File: config.mk
export PLATFORM = sky130hd
export DESIGN_NAME = serial_batcher_sorter
export DESIGN_NICKNAME = d
export VERILOG_FILES = /design/src/hw/sort_lane_pkg.sv /design/src/hw/sort_ctrl_pkg.sv /design/src/hw/chunk_loader.sv /design/src/hw/lane_counter.sv /design/src/hw/merge_network.sv /design/src/hw/out_serializer_fsm.sv /design/src/hw/serial_batcher_sorter.sv
export SDC_FILE = /design/constraint.sdc
export NUM_CORES = 2
export LEC_CHECK = 0
export BUFFER_PORTS_ARGS = -buffer_cell sky130_fd_sc_hd__buf_2
export CORE_AREA = 2 2 366 368
export DETAILED_ROUTE_END_ITERATION = 7
export DIE_AREA = 0 0 368 370
export GPL_ROUTABILITY_DRIVEN = 0
export PLACE_DENSITY = 0.57
export SLEW_MARGIN = 10
export SYNTH_ARGS = -nofsm -noshare
export SYNTH_HDL_FRONTEND = slang
export SYNTH_SLANG_ARGS = --single-unit
File: constraint.sdc
create_clock -name clock -period 5.66 [get_ports clock]
set_input_delay 0.566 -clock clock [delete_from_list [all_inputs] [get_ports clock]]
set_output_delay 0.566 -clock clock [all_outputs]
set_load 0.05 [all_outputs]
File: src/hw/sort_lane_pkg.sv
//**************************************************************************
// Sort lane package
// Geometry of the eight-lane Batcher odd-even merge network: lane count,
// pipeline depth and the widths of lane indices and chunk counts.
//**************************************************************************

package sort_lane_pkg;

    // Number of parallel lanes sorted by the network
    parameter int LANES = 8;

    // One register stage per comparator column of the eight-input network
    parameter int STAGES = 6;

    // Width of an index that selects one lane
    parameter int LANE_IDX_W = $clog2(LANES);

    // A chunk count runs from 1 to LANES and needs one bit more than an index
    parameter int COUNT_W = LANE_IDX_W + 1;

endpackage

File: src/hw/sort_ctrl_pkg.sv
//**************************************************************************
// Sort control package
// Serializer state encoding and the legal range of the chunk size.
//**************************************************************************

package sort_ctrl_pkg;

    // Output serializer states
    typedef enum logic [1:0] {
        ser_idle   = 2'd0,
        ser_stream = 2'd1
    } ser_state_e;

    // Smallest chunk that may be requested
    parameter int MIN_CHUNK = 1;

    // A chunk can never be larger than the network
    parameter int MAX_CHUNK = sort_lane_pkg::LANES;

endpackage

File: src/hw/chunk_loader.sv
//**************************************************************************
// Chunk loader
// Collects serial key and tag elements into the eight network lanes. The
// lanes that a chunk does not fill are marked as pads so they sort last.
// A one-cycle load_done comes with the completed lanes.
//**************************************************************************

module chunk_loader #(
    parameter int KEY_WIDTH = 16,
    parameter int TAG_WIDTH = 8
) (
    input  logic                              clock,
    input  logic                              rst_n,
    input  logic                              in_valid,
    input  logic [KEY_WIDTH-1:0]              in_key,
    input  logic [TAG_WIDTH-1:0]              in_tag,
    input  logic [sort_lane_pkg::COUNT_W-1:0] chunk_size,
    output logic                              lane_pad [sort_lane_pkg::LANES],
    output logic [KEY_WIDTH-1:0]              lane_key [sort_lane_pkg::LANES],
    output logic [TAG_WIDTH-1:0]              lane_tag [sort_lane_pkg::LANES],
    output logic [sort_lane_pkg::COUNT_W-1:0] chunk_count,
    output logic                              load_done
);

    localparam int CW = sort_lane_pkg::COUNT_W;

    logic [sort_lane_pkg::LANE_IDX_W-1:0] wr_idx;
    logic                                 last_elem;

    // The element being written closes the chunk
    assign last_elem = (CW'(wr_idx) == chunk_size - CW'(1));

    always_ff @(posedge clock or negedge rst_n) begin
        if (!rst_n) begin
            wr_idx    <= '0;
            load_done <= 1'b0;
        end else begin
            load_done <= 1'b0;
            if (in_valid) begin
                if (last_elem) begin
                    wr_idx    <= '0;
                    load_done <= 1'b1;
                end else begin
                    wr_idx <= wr_idx + 1'b1;
                end
            end
        end
    end

    // Each element lands in the lane selected by the write index
    always_ff @(posedge clock) begin
        if (in_valid) begin
            // A new chunk starts with every other lane padded
            if (wr_idx == '0) begin
                for (int i = 1; i < sort_lane_pkg::LANES; i++) begin
                    lane_pad[i] <= 1'b1;
                end
            end
            lane_pad[wr_idx] <= 1'b0;
            lane_key[wr_idx] <= in_key;
            lane_tag[wr_idx] <= in_tag;
            if (last_elem) begin
                chunk_count <= chunk_size;
            end
        end
    end

    a_chunk_size_legal: assert property (@(posedge clock) disable iff (!rst_n)
        in_valid |-> (chunk_size >= sort_ctrl_pkg::MIN_CHUNK &&
                      chunk_size <= sort_ctrl_pkg::MAX_CHUNK))
        else $error("chunk_size %0d out of range", chunk_size);

    // Downstream stages rely on one chunk size for all data in flight
    a_chunk_size_stable: assert property (@(posedge clock) disable iff (!rst_n)
        (wr_idx != '0) |-> $stable(chunk_size))
        else $error("chunk_size changed in the middle of a chunk");

endmodule

File: src/hw/lane_counter.sv
//**************************************************************************
// Lane counter
// Index of the lane currently sent by the serializer. Clears to zero or
// steps by one and flags the last lane of the chunk.
//**************************************************************************

module lane_counter (
    input  logic                                 clock,
    input  logic                                 rst_n,
    input  logic                                 clear,
    input  logic                                 step,
    input  logic [sort_lane_pkg::COUNT_W-1:0]    limit,
    output logic [sort_lane_pkg::LANE_IDX_W-1:0] idx,
    output logic                                 at_last
);

    localparam int CW = sort_lane_pkg::COUNT_W;

    always_ff @(posedge clock or negedge rst_n) begin
        if (!rst_n) begin
            idx <= '0;
        end else if (clear) begin
            idx <= '0;
        end else if (step) begin
            idx <= idx + 1'b1;
        end
    end

    assign at_last = (CW'(idx) == limit - CW'(1));

    // The serializer must clear rather than step once the last lane is out
    a_no_overrun: assert property (@(posedge clock) disable iff (!rst_n)
        (step && !clear) |-> (CW'(idx) + CW'(1) < limit))
        else $error("lane counter stepped past limit %0d", limit);

endmodule

File: src/hw/merge_network.sv
//**************************************************************************
// Merge network
// Pipelined Batcher odd-even merge sort over eight lanes. Nineteen
// compare-exchange elements are spread over six register stages. Entries
// are ordered on the pad bit and key together and the tag moves with its
// key. Count and valid ride along in a matching shift register.
//**************************************************************************

module merge_network #(
    parameter int KEY_WIDTH = 16,
    parameter int TAG_WIDTH = 8
) (
    input  logic                              clock,
    input  logic                              rst_n,
    input  logic                              in_pad [sort_lane_pkg::LANES],
    input  logic [KEY_WIDTH-1:0]              in_key [sort_lane_pkg::LANES],
    input  logic [TAG_WIDTH-1:0]              in_tag [sort_lane_pkg::LANES],
    input  logic [sort_lane_pkg::COUNT_W-1:0] in_count,
    input  logic                              in_valid,
    output logic                              out_pad [sort_lane_pkg::LANES],
    output logic [KEY_WIDTH-1:0]              out_key [sort_lane_pkg::LANES],
    output logic [TAG_WIDTH-1:0]              out_tag [sort_lane_pkg::LANES],
    output logic [sort_lane_pkg::COUNT_W-1:0] out_count,
    output logic                              out_valid
);

    localparam int LANES   = sort_lane_pkg::LANES;
    localparam int STAGES  = sort_lane_pkg::STAGES;
    localparam int CW      = sort_lane_pkg::COUNT_W;
    // Entry layout is pad bit, key, tag from the top down
    localparam int ENTRY_W = 1 + KEY_WIDTH + TAG_WIDTH;

    // Lane paired with a given lane in a given stage, or the lane itself
    // when it passes through that stage untouched
    function automatic int partner(input int stage, input int lane);
        int p;
        p = lane;
        case (stage)
            0: p = lane ^ 1;
            1: p = lane ^ 2;
            2: if (lane inside {1, 2, 5, 6}) p = lane ^ 3;
            3: p = lane ^ 4;
            4: if (lane inside {[2:5]}) p = lane ^ 6;
            default: if (lane inside {[1:6]}) p = (lane % 2 == 1) ? lane + 1 : lane - 1;
        endcase
        return p;
    endfunction

    logic [ENTRY_W-1:0] lane_in [LANES];
    logic [ENTRY_W-1:0] stage_q [STAGES][LANES];
    logic [STAGES-1:0]  valid_q;
    logic [CW-1:0]      count_q [STAGES];

    for (genvar i = 0; i < LANES; i++) begin : g_pack
        assign lane_in[i] = {in_pad[i], in_key[i], in_tag[i]};
    end

    for (genvar s = 0; s < STAGES; s++) begin : g_stage
        for (genvar i = 0; i < LANES; i++) begin : g_lane
            localparam int P = partner(s, i);

            logic [ENTRY_W-1:0] own;

            if (s == 0) begin : g_first
                assign own = lane_in[i];
            end else begin : g_next
                assign own = stage_q[s-1][i];
            end

            if (P == i) begin : g_pass
                always_ff @(posedge clock) begin
                    stage_q[s][i] <= own;
                end
            end else begin : g_pair
                logic [ENTRY_W-1:0] other;
                logic               keep;

                if (s == 0) begin : g_first
                    assign other = lane_in[P];
                end else begin : g_next
                    assign other = stage_q[s-1][P];
                end

                // The lower lane of a pair ends up with the smaller entry
                // and equal entries stay where they are
                if (i < P) begin : g_low
                    assign keep = !(own[ENTRY_W-1:TAG_WIDTH] > other[ENTRY_W-1:TAG_WIDTH]);
                end else begin : g_high
                    assign keep = !(other[ENTRY_W-1:TAG_WIDTH] > own[ENTRY_W-1:TAG_WIDTH]);
                end

                always_ff @(posedge clock) begin
                    stage_q[s][i] <= keep ? own : other;
                end
            end
        end
    end

    always_ff @(posedge clock or negedge rst_n) begin
        if (!rst_n) begin
            valid_q <= '0;
        end else begin
            valid_q <= {valid_q[STAGES-2:0], in_valid};
        end
    end

    always_ff @(posedge clock) begin
        count_q[0] <= in_count;
        for (int s = 1; s < STAGES; s++) begin
            count_q[s] <= count_q[s-1];
        end
    end

    for (genvar i = 0; i < LANES; i++) begin : g_unpack
        assign out_pad[i] = stage_q[STAGES-1][i][ENTRY_W-1];
        assign out_key[i] = stage_q[STAGES-1][i][TAG_WIDTH +: KEY_WIDTH];
        assign out_tag[i] = stage_q[STAGES-1][i][TAG_WIDTH-1:0];
    end

    assign out_count = count_q[STAGES-1];
    assign out_valid = valid_q[STAGES-1];

endmodule

File: src/hw/out_serializer_fsm.sv
//**************************************************************************
// Output serializer
// Captures each sorted chunk into a hold buffer and streams its first
// chunk_count lanes out one per cycle, marking the final one. A new chunk
// arriving with the last lane is taken without a gap.
//**************************************************************************

module out_serializer_fsm #(
    parameter int KEY_WIDTH = 16,
    parameter int TAG_WIDTH = 8
) (
    input  logic                                 clock,
    input  logic                                 rst_n,
    input  logic [KEY_WIDTH-1:0]                 sorted_key [sort_lane_pkg::LANES],
    input  logic [TAG_WIDTH-1:0]                 sorted_tag [sort_lane_pkg::LANES],
    input  logic [sort_lane_pkg::COUNT_W-1:0]    sorted_count,
    input  logic                                 sorted_valid,
    input  logic [sort_lane_pkg::LANE_IDX_W-1:0] idx,
    input  logic                                 at_last,
    output logic                                 cnt_clear,
    output logic                                 cnt_step,
    output logic [sort_lane_pkg::COUNT_W-1:0]    cnt_limit,
    output logic                                 out_valid,
    output logic [KEY_WIDTH-1:0]                 out_key,
    output logic [TAG_WIDTH-1:0]                 out_tag,
    output logic                                 out_last
);

    sort_ctrl_pkg::ser_state_e state;

    logic [KEY_WIDTH-1:0]              hold_key [sort_lane_pkg::LANES];
    logic [TAG_WIDTH-1:0]              hold_tag [sort_lane_pkg::LANES];
    logic [sort_lane_pkg::COUNT_W-1:0] hold_count;
    logic                              streaming;
    logic                              load;

    assign streaming = (state == sort_ctrl_pkg::ser_stream);

    // A chunk is accepted when idle or on the last lane of the current one
    assign load = sorted_valid && (!streaming || at_last);

    always_ff @(posedge clock or negedge rst_n) begin
        if (!rst_n) begin
            state      <= sort_ctrl_pkg::ser_idle;
            hold_count <= '0;
        end else begin
            if (load) begin
                state      <= sort_ctrl_pkg::ser_stream;
                hold_count <= sorted_count;
            end else if (streaming && at_last) begin
                state <= sort_ctrl_pkg::ser_idle;
            end
        end
    end

    always_ff @(posedge clock) begin
        if (load) begin
            hold_key <= sorted_key;
            hold_tag <= sorted_tag;
        end
    end

    // Index sits at zero while idle so lane 0 is ready on entry to streaming
    assign cnt_clear = !streaming || at_last;
    assign cnt_step  = streaming && !at_last;
    assign cnt_limit = hold_count;

    assign out_valid = streaming;
    assign out_key   = hold_key[idx];
    assign out_tag   = hold_tag[idx];
    assign out_last  = streaming && at_last;

    // Chunks arrive no faster than they drain when chunk_size is held
    a_chunk_spacing: assert property (@(posedge clock) disable iff (!rst_n)
        (sorted_valid && streaming) |-> at_last)
        else $error("sorted chunk arrived while lane %0d was streaming", idx);

endmodule

File: src/hw/serial_batcher_sorter.sv
//**************************************************************************
// Serial Batcher sorter
// Sorts a serial stream of key and tag elements in chunks of up to eight.
// Loader, merge network, lane counter and output serializer in a row.
//**************************************************************************

module serial_batcher_sorter #(
    parameter int KEY_WIDTH = 16,
    parameter int TAG_WIDTH = 8
) (
    input  logic                              clock,
    input  logic                              rst_n,
    input  logic [sort_lane_pkg::COUNT_W-1:0] chunk_size,
    input  logic                              in_valid,
    input  logic [KEY_WIDTH-1:0]              in_key,
    input  logic [TAG_WIDTH-1:0]              in_tag,
    output logic                              out_valid,
    output logic [KEY_WIDTH-1:0]              out_key,
    output logic [TAG_WIDTH-1:0]              out_tag,
    output logic                              out_last
);

    localparam int LANES = sort_lane_pkg::LANES;
    localparam int CW    = sort_lane_pkg::COUNT_W;
    localparam int IW    = sort_lane_pkg::LANE_IDX_W;

    logic                 lane_pad [LANES];
    logic [KEY_WIDTH-1:0] lane_key [LANES];
    logic [TAG_WIDTH-1:0] lane_tag [LANES];
    logic [CW-1:0]        chunk_count;
    logic                 load_done;

    logic [KEY_WIDTH-1:0] sorted_key [LANES];
    logic [TAG_WIDTH-1:0] sorted_tag [LANES];
    logic [CW-1:0]        sorted_count;
    logic                 sorted_valid;

    logic                 cnt_clear;
    logic                 cnt_step;
    logic [CW-1:0]        cnt_limit;
    logic [IW-1:0]        lane_idx;
    logic                 at_last;

    chunk_loader #(
        .KEY_WIDTH (KEY_WIDTH),
        .TAG_WIDTH (TAG_WIDTH)
    ) u_loader (
        .clock       (clock),
        .rst_n       (rst_n),
        .in_valid    (in_valid),
        .in_key      (in_key),
        .in_tag      (in_tag),
        .chunk_size  (chunk_size),
        .lane_pad    (lane_pad),
        .lane_key    (lane_key),
        .lane_tag    (lane_tag),
        .chunk_count (chunk_count),
        .load_done   (load_done)
    );

    // Pads sort to the top lanes and are never sent, so out_pad stays open
    merge_network #(
        .KEY_WIDTH (KEY_WIDTH),
        .TAG_WIDTH (TAG_WIDTH)
    ) u_network (
        .clock     (clock),
        .rst_n     (rst_n),
        .in_pad    (lane_pad),
        .in_key    (lane_key),
        .in_tag    (lane_tag),
        .in_count  (chunk_count),
        .in_valid  (load_done),
        .out_pad   (),
        .out_key   (sorted_key),
        .out_tag   (sorted_tag),
        .out_count (sorted_count),
        .out_valid (sorted_valid)
    );

    lane_counter u_counter (
        .clock   (clock),
        .rst_n   (rst_n),
        .clear   (cnt_clear),
        .step    (cnt_step),
        .limit   (cnt_limit),
        .idx     (lane_idx),
        .at_last (at_last)
    );

    out_serializer_fsm #(
        .KEY_WIDTH (KEY_WIDTH),
        .TAG_WIDTH (TAG_WIDTH)
    ) u_serializer (
        .clock        (clock),
        .rst_n        (rst_n),
        .sorted_key   (sorted_key),
        .sorted_tag   (sorted_tag),
        .sorted_count (sorted_count),
        .sorted_valid (sorted_valid),
        .idx          (lane_idx),
        .at_last      (at_last),
        .cnt_clear    (cnt_clear),
        .cnt_step     (cnt_step),
        .cnt_limit    (cnt_limit),
        .out_valid    (out_valid),
        .out_key      (out_key),
        .out_tag      (out_tag),
        .out_last     (out_last)
    );

endmodule

# Word level (Yosys, flattened, before mapping)
# Memories as Yosys holds them, arrays and structs flattened. A register that Yosys moved wholly into a read port is not among the register bits.
# Cells that the tools add are included.
[totals] reg_bits=219 latch_bits=0 in_bits=31 mem_bits_ro=0 output_inout_bits=26 mem_bits_rw=1224 memories=2
[classes] n_reduce_logical=12 multipliers=0 div=0 magnitude_cmp=22 mux=61 eq_ne=3 bitwise=4 n_shift=0 addsub=4
[memory_table] memory="u_network.stage_q" depth=6 width=200 rd=6 rd_ports_with_merged_regs=1 wr=6 line_no="merge_network.sv:50" text="logic [ENTRY_W-1:0] stage_q [STAGES][LANES];"
[memory_table] memory="u_network.count_q" depth=6 width=4 rd=6 rd_ports_with_merged_regs=1 wr=6 line_no="merge_network.sv:52" text="logic [CW-1:0] count_q [STAGES];"
[op_table] op="$mux 25" count=38
[op_table] op="$gt 17x17->1" count=19
[op_table] op="$bwmux 128" count=1
[op_table] op="$bwmux 64" count=1
[op_table] op="$bmux 16 s3" count=1
[op_table] op="$demux 16 s3" count=1
[op_table] op="$mux 16" count=3
[op_table] op="$bmux 8 s3" count=1
[op_table] op="$demux 8 s3" count=1
[op_table] op="$mux 8" count=3
[op_table] op="$mux 7" count=2
[op_table] op="$mux 3" count=3
[op_table] op="$and 8x8->8" count=1
[op_table] op="$eq 3x4->1" count=2
[op_table] op="$ge 4x4->1 const B" count=2
[op_table] op="$not 3->4" count=2
[op_table] op="$not 8->8" count=1
[op_table] op="$sub 4x1->4 const B" count=2
[op_table] op="$add 3x1->3 const B" count=2
[op_table] op="$logic_and 1x1->1" count=4
[op_table] op="$lt 4x1->1 const B" count=1
[op_table] op="$mux 2" count=2
[op_table] op="$reduce_bool 2->1" count=2
[op_table] op="$demux 1 s3" count=1
[op_table] op="6 further kinds" count=10

# Logic depth before layout (Yosys ltp)
[logic_depth] word_depth=7 depth_mapped=10

# By module
# Synthesis repeated with hierarchy kept, for this count alone.
[unflattened] cells_unflattened=4027 area_unflattened_um2=58190.8
[by_module_without_submodules] module="merge_network" cells_each=3443 instances=1 area_per_inst_um2=43930.9
[by_module_without_submodules] module="out_serializer_fsm" cells_each=292 instances=1 area_per_inst_um2=7458.4
[by_module_without_submodules] module="chunk_loader" cells_each=271 instances=1 area_per_inst_um2=6590.1
[by_module_without_submodules] module="lane_counter" cells_each=21 instances=1 area_per_inst_um2=211.5

# Worst setup path before layout
# Ideal clock, no wire load.
[synth_timing] path_type="register -> register" startpoint="reg u_counter.idx[0] (netlist name)" endpoint="reg u_serializer.hold_key[0] (netlist name), read port of u_network.stage_q, enable pin" t_required_ps=5117 setup_ps=543 slack_ps=53 path_buffers=2 stages_incl_launch_ff=8 period_less_slack_ps=5607 arrival_time_ps=5064 path_cell_list="dfrtp_1 > clkbuf_1 > buf_2 > xor2_1 > nand4_1 > nand2_1 > nand2_1 > inv_1"
[synth_between] elab_chain_len=3
[synth_lines] item="start, declared" line_no="lane_counter.sv:13" text="output logic [sort_lane_pkg::LANE_IDX_W-1:0] idx,"
[synth_lines] item="start signal, assigned" line_no="lane_counter.sv:25" text="idx <= idx + 1'b1;"
[synth_lines] item="$eq 3x4->1" line_no="lane_counter.sv:29" text="assign at_last = (CW'(idx) == limit - CW'(1));"
[synth_lines] item="$logic_or 1x1->1" line_no="out_serializer_fsm.sv:40" text="assign load = sorted_valid && (!streaming || at_last);"
[synth_lines] item="$logic_and 1x1->1" line_no="out_serializer_fsm.sv:40"
[synth_lines] item="named net u_serializer.load" line_no="out_serializer_fsm.sv:35" text="logic load;"
[synth_lines] item="end, declared" line_no="out_serializer_fsm.sv:31" text="logic [KEY_WIDTH-1:0] hold_key [sort_lane_pkg::LANES];"
# The timed path passes the listed nets, and every way through them passes these cells.
# A chain may end at the register's enable or synchronous reset.

==> PnR_summary.wiki <==
{| class="wikitable"
! Metric !! Value
|-
| Outcome || complete, no violations
|-
| Overall via count from detail_route || 29,200
|-
| Capture point of the worst reg-to-reg path || u_network.stage_q[3][130]
|-
| Chip Width || 368 um
|-
| Number of distinct library cell variants in the gate-level netlist after synthesis || 53
|-
| Worst-case clock skew || 0.0226 ns
|-
| Worst reg2reg path startpoint || u_network.stage_q[2][42]
|-
| Worst setup path startpoint || u_network.stage_q[2][42]
|-
| Area share of the leading cell type in the synthesized netlist || 0.420
|-
| Synthesis-stage register bit count || 1,626
|-
| Number of routed nets with antenna violations || 0
|-
| Max-capacitance violation count || 0
|-
| Net count reported at finish || 4,501
|-
| Worst Reg2Reg Path Length in Cells || 8
|-
| Wire per inst || 20.3 um
|-
| Total half-perimeter wirelength after legalization and detailed placement || 90,600 um
|-
| Endpoint of the worst setup timing path || u_network.stage_q[3][130]
|-
| Predominant post-synthesis flop cell || sky130_fd_sc_hd__dfxtp_1
|-
| DRC violation count after routing || 0
|-
| Violation count after the first detailed-routing iteration || 1,892
|-
| Fraction of final layout cells sized beyond drive strength 1 || 0.324
|-
| Kind of start point of the critical path || register
|-
| Number of antenna violations at the first check in global routing || 14
|-
| Slack of the worst reg-to-reg path || 1.78 ns
|-
| Detailed Route WL || 123,000 um
|-
| Class of the tightest hold or removal check || primary input to register
|-
| Count of input and output buffers || 56
|-
| Global-route wire length before repair || 184,000 um
|-
| Synthesized area divided by synthesized cell count || 14.5 um^2
|-
| Setup CP Type || register to register
|-
| Clock Latency Late Sink || 0.78 ns
|-
| Library cell occupying the most area in the post-synthesis netlist || sky130_fd_sc_hd__dfxtp_1
|-
| Critical path fanouts, max || 48
|-
| Tcrit/Tclk final || 0.686
|-
| Number of global-route vias before repair || 29,200
|-
| Max frequency || 258 MHz
|-
| Die Area || 136,000 um^2
|-
| Inserted Clock Buffers || 165
|-
| Instance count of the mapped netlist || 3,992
|-
| Buffer cell driving the clock tree root || sky130_fd_sc_hd__clkbuf_16
|-
| Total clock sinks || 1,626
|-
| Area of the core || 132,000 um^2
|-
| Crit-path slowest cell || sky130_fd_sc_hd__and2_2
|-
| Longest Clk Path Bufs || 3
|-
| Number of rows created at floorplan || 134
|-
| Cells along the critical path || inv_1, ha_1, nand4_1, nor4_1, o21ai_0, o211ai_1, and2_2, mux2_2
|-
| Remaining Overflow, GRT || 0
|-
| Synthesis warning total || 0
|-
| Vias per cell || 4.83
|-
| Max-Slew Margin vs Limit || 0.212
|-
| Initial core utilization || 0.436
|-
| Slew at the pin closest to its max-slew limit || 1.18 ns
|-
| Area growth from synthesis to final layout || 13.9%
|-
| Die boundary height || 370 um
|-
| Proportion of synthesized chip area in sequential cells || 0.634
|-
| Biggest area contributors in the synthesized netlist || sky130_fd_sc_hd__dfxtp_1 42%, sky130_fd_sc_hd__edfxtp_1 21%, sky130_fd_sc_hd__mux2_2 18%
|-
| Number of nets in the synthesized netlist || 4,351
|-
| Clock input transition at the sequential cells of the worst setup and hold paths || 0.06 ns
|-
| H-tree lvl count || 4
|-
| Data required, critical path || 6.32 ns
|-
| Largest stage delay on the critical path || 1.00 ns
|-
| Count of flip-flops with a built-in enable after synthesis || 396
|-
| Post-synthesis instance area || 57,700 um^2
|-
| Endpoints failing setup || 0
|-
| Share of synthesized flip-flops with an asynchronous set or reset || 0.0111
|-
| Kind of end point of the critical path || register
|-
| Max Transition Viols Final || 0
|-
| Total routing resource utilization after global routing || 0.182
|-
| Unrepaired setup endpoints after global routing || no
|-
| Pin count of the biggest net entering global routing || 86
|-
| Setup total negative slack || 0 ns
|-
| Worst hold slack || 0.0935 ns
|-
| Clock tree from TritonCTS || built
|-
| Arrival time at the worst endpoint || 4.55 ns
|-
| Top-Level Pins || 57
|-
| Post-layout minimum cycle time || 3.88 ns
|-
| First-pass iteration count of the detailed router || 5
|-
| Final count of hold timing violations || 0
|}
## synth_stat cells, types with 11 or more instances
cell and n:
sky130_fd_sc_hd__dfxtp_1 1212, sky130_fd_sc_hd__mux2_2 939, sky130_fd_sc_hd__edfxtp_1 396, sky130_fd_sc_hd__inv_1 347
sky130_fd_sc_hd__ha_1 328, sky130_fd_sc_hd__a21oi_1 105, sky130_fd_sc_hd__nand2_1 71, sky130_fd_sc_hd__nor2_1 63
sky130_fd_sc_hd__clkbuf_1 61, sky130_fd_sc_hd__nand4_1 59, sky130_fd_sc_hd__o21ai_0 56, sky130_fd_sc_hd__mux4_2 48
sky130_fd_sc_hd__buf_2 46, sky130_fd_sc_hd__nand3_1 28, sky130_fd_sc_hd__mux2_4 20, sky130_fd_sc_hd__a21o_1 18
sky130_fd_sc_hd__dfrtp_1 18, sky130_fd_sc_hd__and3_1 15, sky130_fd_sc_hd__a211oi_1 14, sky130_fd_sc_hd__a211o_1 13
sky130_fd_sc_hd__nor3_1 13, sky130_fd_sc_hd__a221oi_1 11, sky130_fd_sc_hd__and4_1 11
## routing by layer
metal / routed length, um / up-vias / GRT usage
met4: 2310 / 2 / 0.0469
met1: 67500 / 14200 / 0.288
met2: 49100 / 383 / 0.253
met3: 3910 / 165 / 0.0319
met5: 7 / - / 0
li1: - / 14500 / -
## timing repair
action	4_1_cts	5_1_grt
endpoints found under the setup margin	0	0
hold buffers	5	0
resized for setup	0	0
endpoints found under the hold margin	22	0
buffers inserted	0	0
## stage by stage
step            util  worst slack, ns  std cells  cell area, um^2
6_report       0.497             1.78       6053            65800
5_1_grt        0.497             1.63       6050            65800
4_1_cts        0.497             1.70       6050            65800
3_5_place_dp   0.455             1.80       5738            60200
3_3_place_gp   0.455             1.78       5738            60200
2_1_floorplan      -           0.0525       3992            57700
## worst min-delay path by stage
stage,from,end,slack [ns],cells past startpoint
after global placement,u_network.stage_q[4][7],u_network.stage_q[5][7],0.31,0
after CTS,in_tag[3],u_loader.lane_tag[19],0.01,1
after detailed placement,u_network.stage_q[1][176],u_network.stage_q[2][176],0.31,0
final,in_tag[3],u_loader.lane_tag[59],0.09,1
after floorplan,rst_n,u_counter.idx[0],0.27,0
after global routing,in_tag[3],u_loader.lane_tag[59],0.06,1
## cell usage in the layout (no fill, tap or decap), types with 6 or more instances in the layout
cell type,Yosys,layout
sky130_fd_sc_hd__inv_6,0,12
sky130_fd_sc_hd__nor3_1,13,11
sky130_fd_sc_hd__nand3_1,28,28
sky130_fd_sc_hd__nor4_1,6,6
sky130_fd_sc_hd__clkbuf_8,0,17
sky130_fd_sc_hd__a211o_1,13,13
sky130_fd_sc_hd__a211oi_1,14,14
sky130_fd_sc_hd__mux2_2,939,939
sky130_fd_sc_hd__clkinv_1,0,9
sky130_fd_sc_hd__o211ai_1,8,8
sky130_fd_sc_hd__ha_1,328,328
sky130_fd_sc_hd__mux2_4,20,20
sky130_fd_sc_hd__nand2_1,71,70
sky130_fd_sc_hd__nor2_1,63,57
sky130_fd_sc_hd__mux4_2,48,48
sky130_fd_sc_hd__dfxtp_1,1212,1212
sky130_fd_sc_hd__clkbuf_1,61,39
sky130_fd_sc_hd__a21oi_1,105,102
sky130_fd_sc_hd__and3_1,15,15
sky130_fd_sc_hd__clkinvlp_4,0,8
sky130_fd_sc_hd__xnor2_1,7,7
sky130_fd_sc_hd__nor2_2,0,6
sky130_fd_sc_hd__a221oi_1,11,11
sky130_fd_sc_hd__o21ai_0,56,55
sky130_fd_sc_hd__nand4_1,59,59
sky130_fd_sc_hd__and4_1,11,11
sky130_fd_sc_hd__dfrtp_1,18,16
sky130_fd_sc_hd__a21boi_0,10,6
sky130_fd_sc_hd__buf_2,46,56
sky130_fd_sc_hd__a21o_1,18,18
sky130_fd_sc_hd__nor2b_1,9,9
sky130_fd_sc_hd__clkbuf_16,0,172
sky130_fd_sc_hd__bufinv_16,0,13
sky130_fd_sc_hd__edfxtp_1,396,396
sky130_fd_sc_hd__clkinv_2,0,32
sky130_fd_sc_hd__buf_4,0,33
sky130_fd_sc_hd__inv_1,347,346
## cells by family (layout without fill, tap and decap cells)
logic type,count (synthesis),in the layout,share of synthesized area
buffers and inverters,459,749,0.0312
adders and majority gates,328,328,0.0711
muxes,1008,1008,0.207
DFF,1626,1626,0.634
AOI/OAI and AO/OA,272,272,0.0296
xor gates and xnor gates,11,11,0.00167
and+or+nand+nor,288,288,0.0251
other,0,3,0
## flip-flops by register name, summed over array words and instances, names as in the netlist, 6 cells and up
signal and cells:
u_network.valid_q 6, u_loader.lane_key 128, u_serializer.hold_tag 64, u_loader.lane_tag 64, u_network.stage_q 1188, u_serializer.hold_key 128
u_loader.lane_pad 8, u_network.count_q 24
## critical path, delay by kind of cell, from the launching register on
family	cells	cell delay, ns
compound gates	2	0.67
fa+ha+maj	1	0.28
buf+inv	1	0.07
flops	1	0.43
mux	1	0.43
simple gates	3	1.85
## final cells by class
type	count	area, um^2
antenna	3	7.51
clock buffer	229	4690
clock inverter	78	795
fill	11500	66700
inverter	347	1310
multi-input combinational	1907	19600
sequential	1626	36600
tap	1768	2210
timing repair buffer	95	598
Power is left out: the tool's default activity adds up to more than one toggle a clock period on the data nets, which glitch-free logic cannot reach.
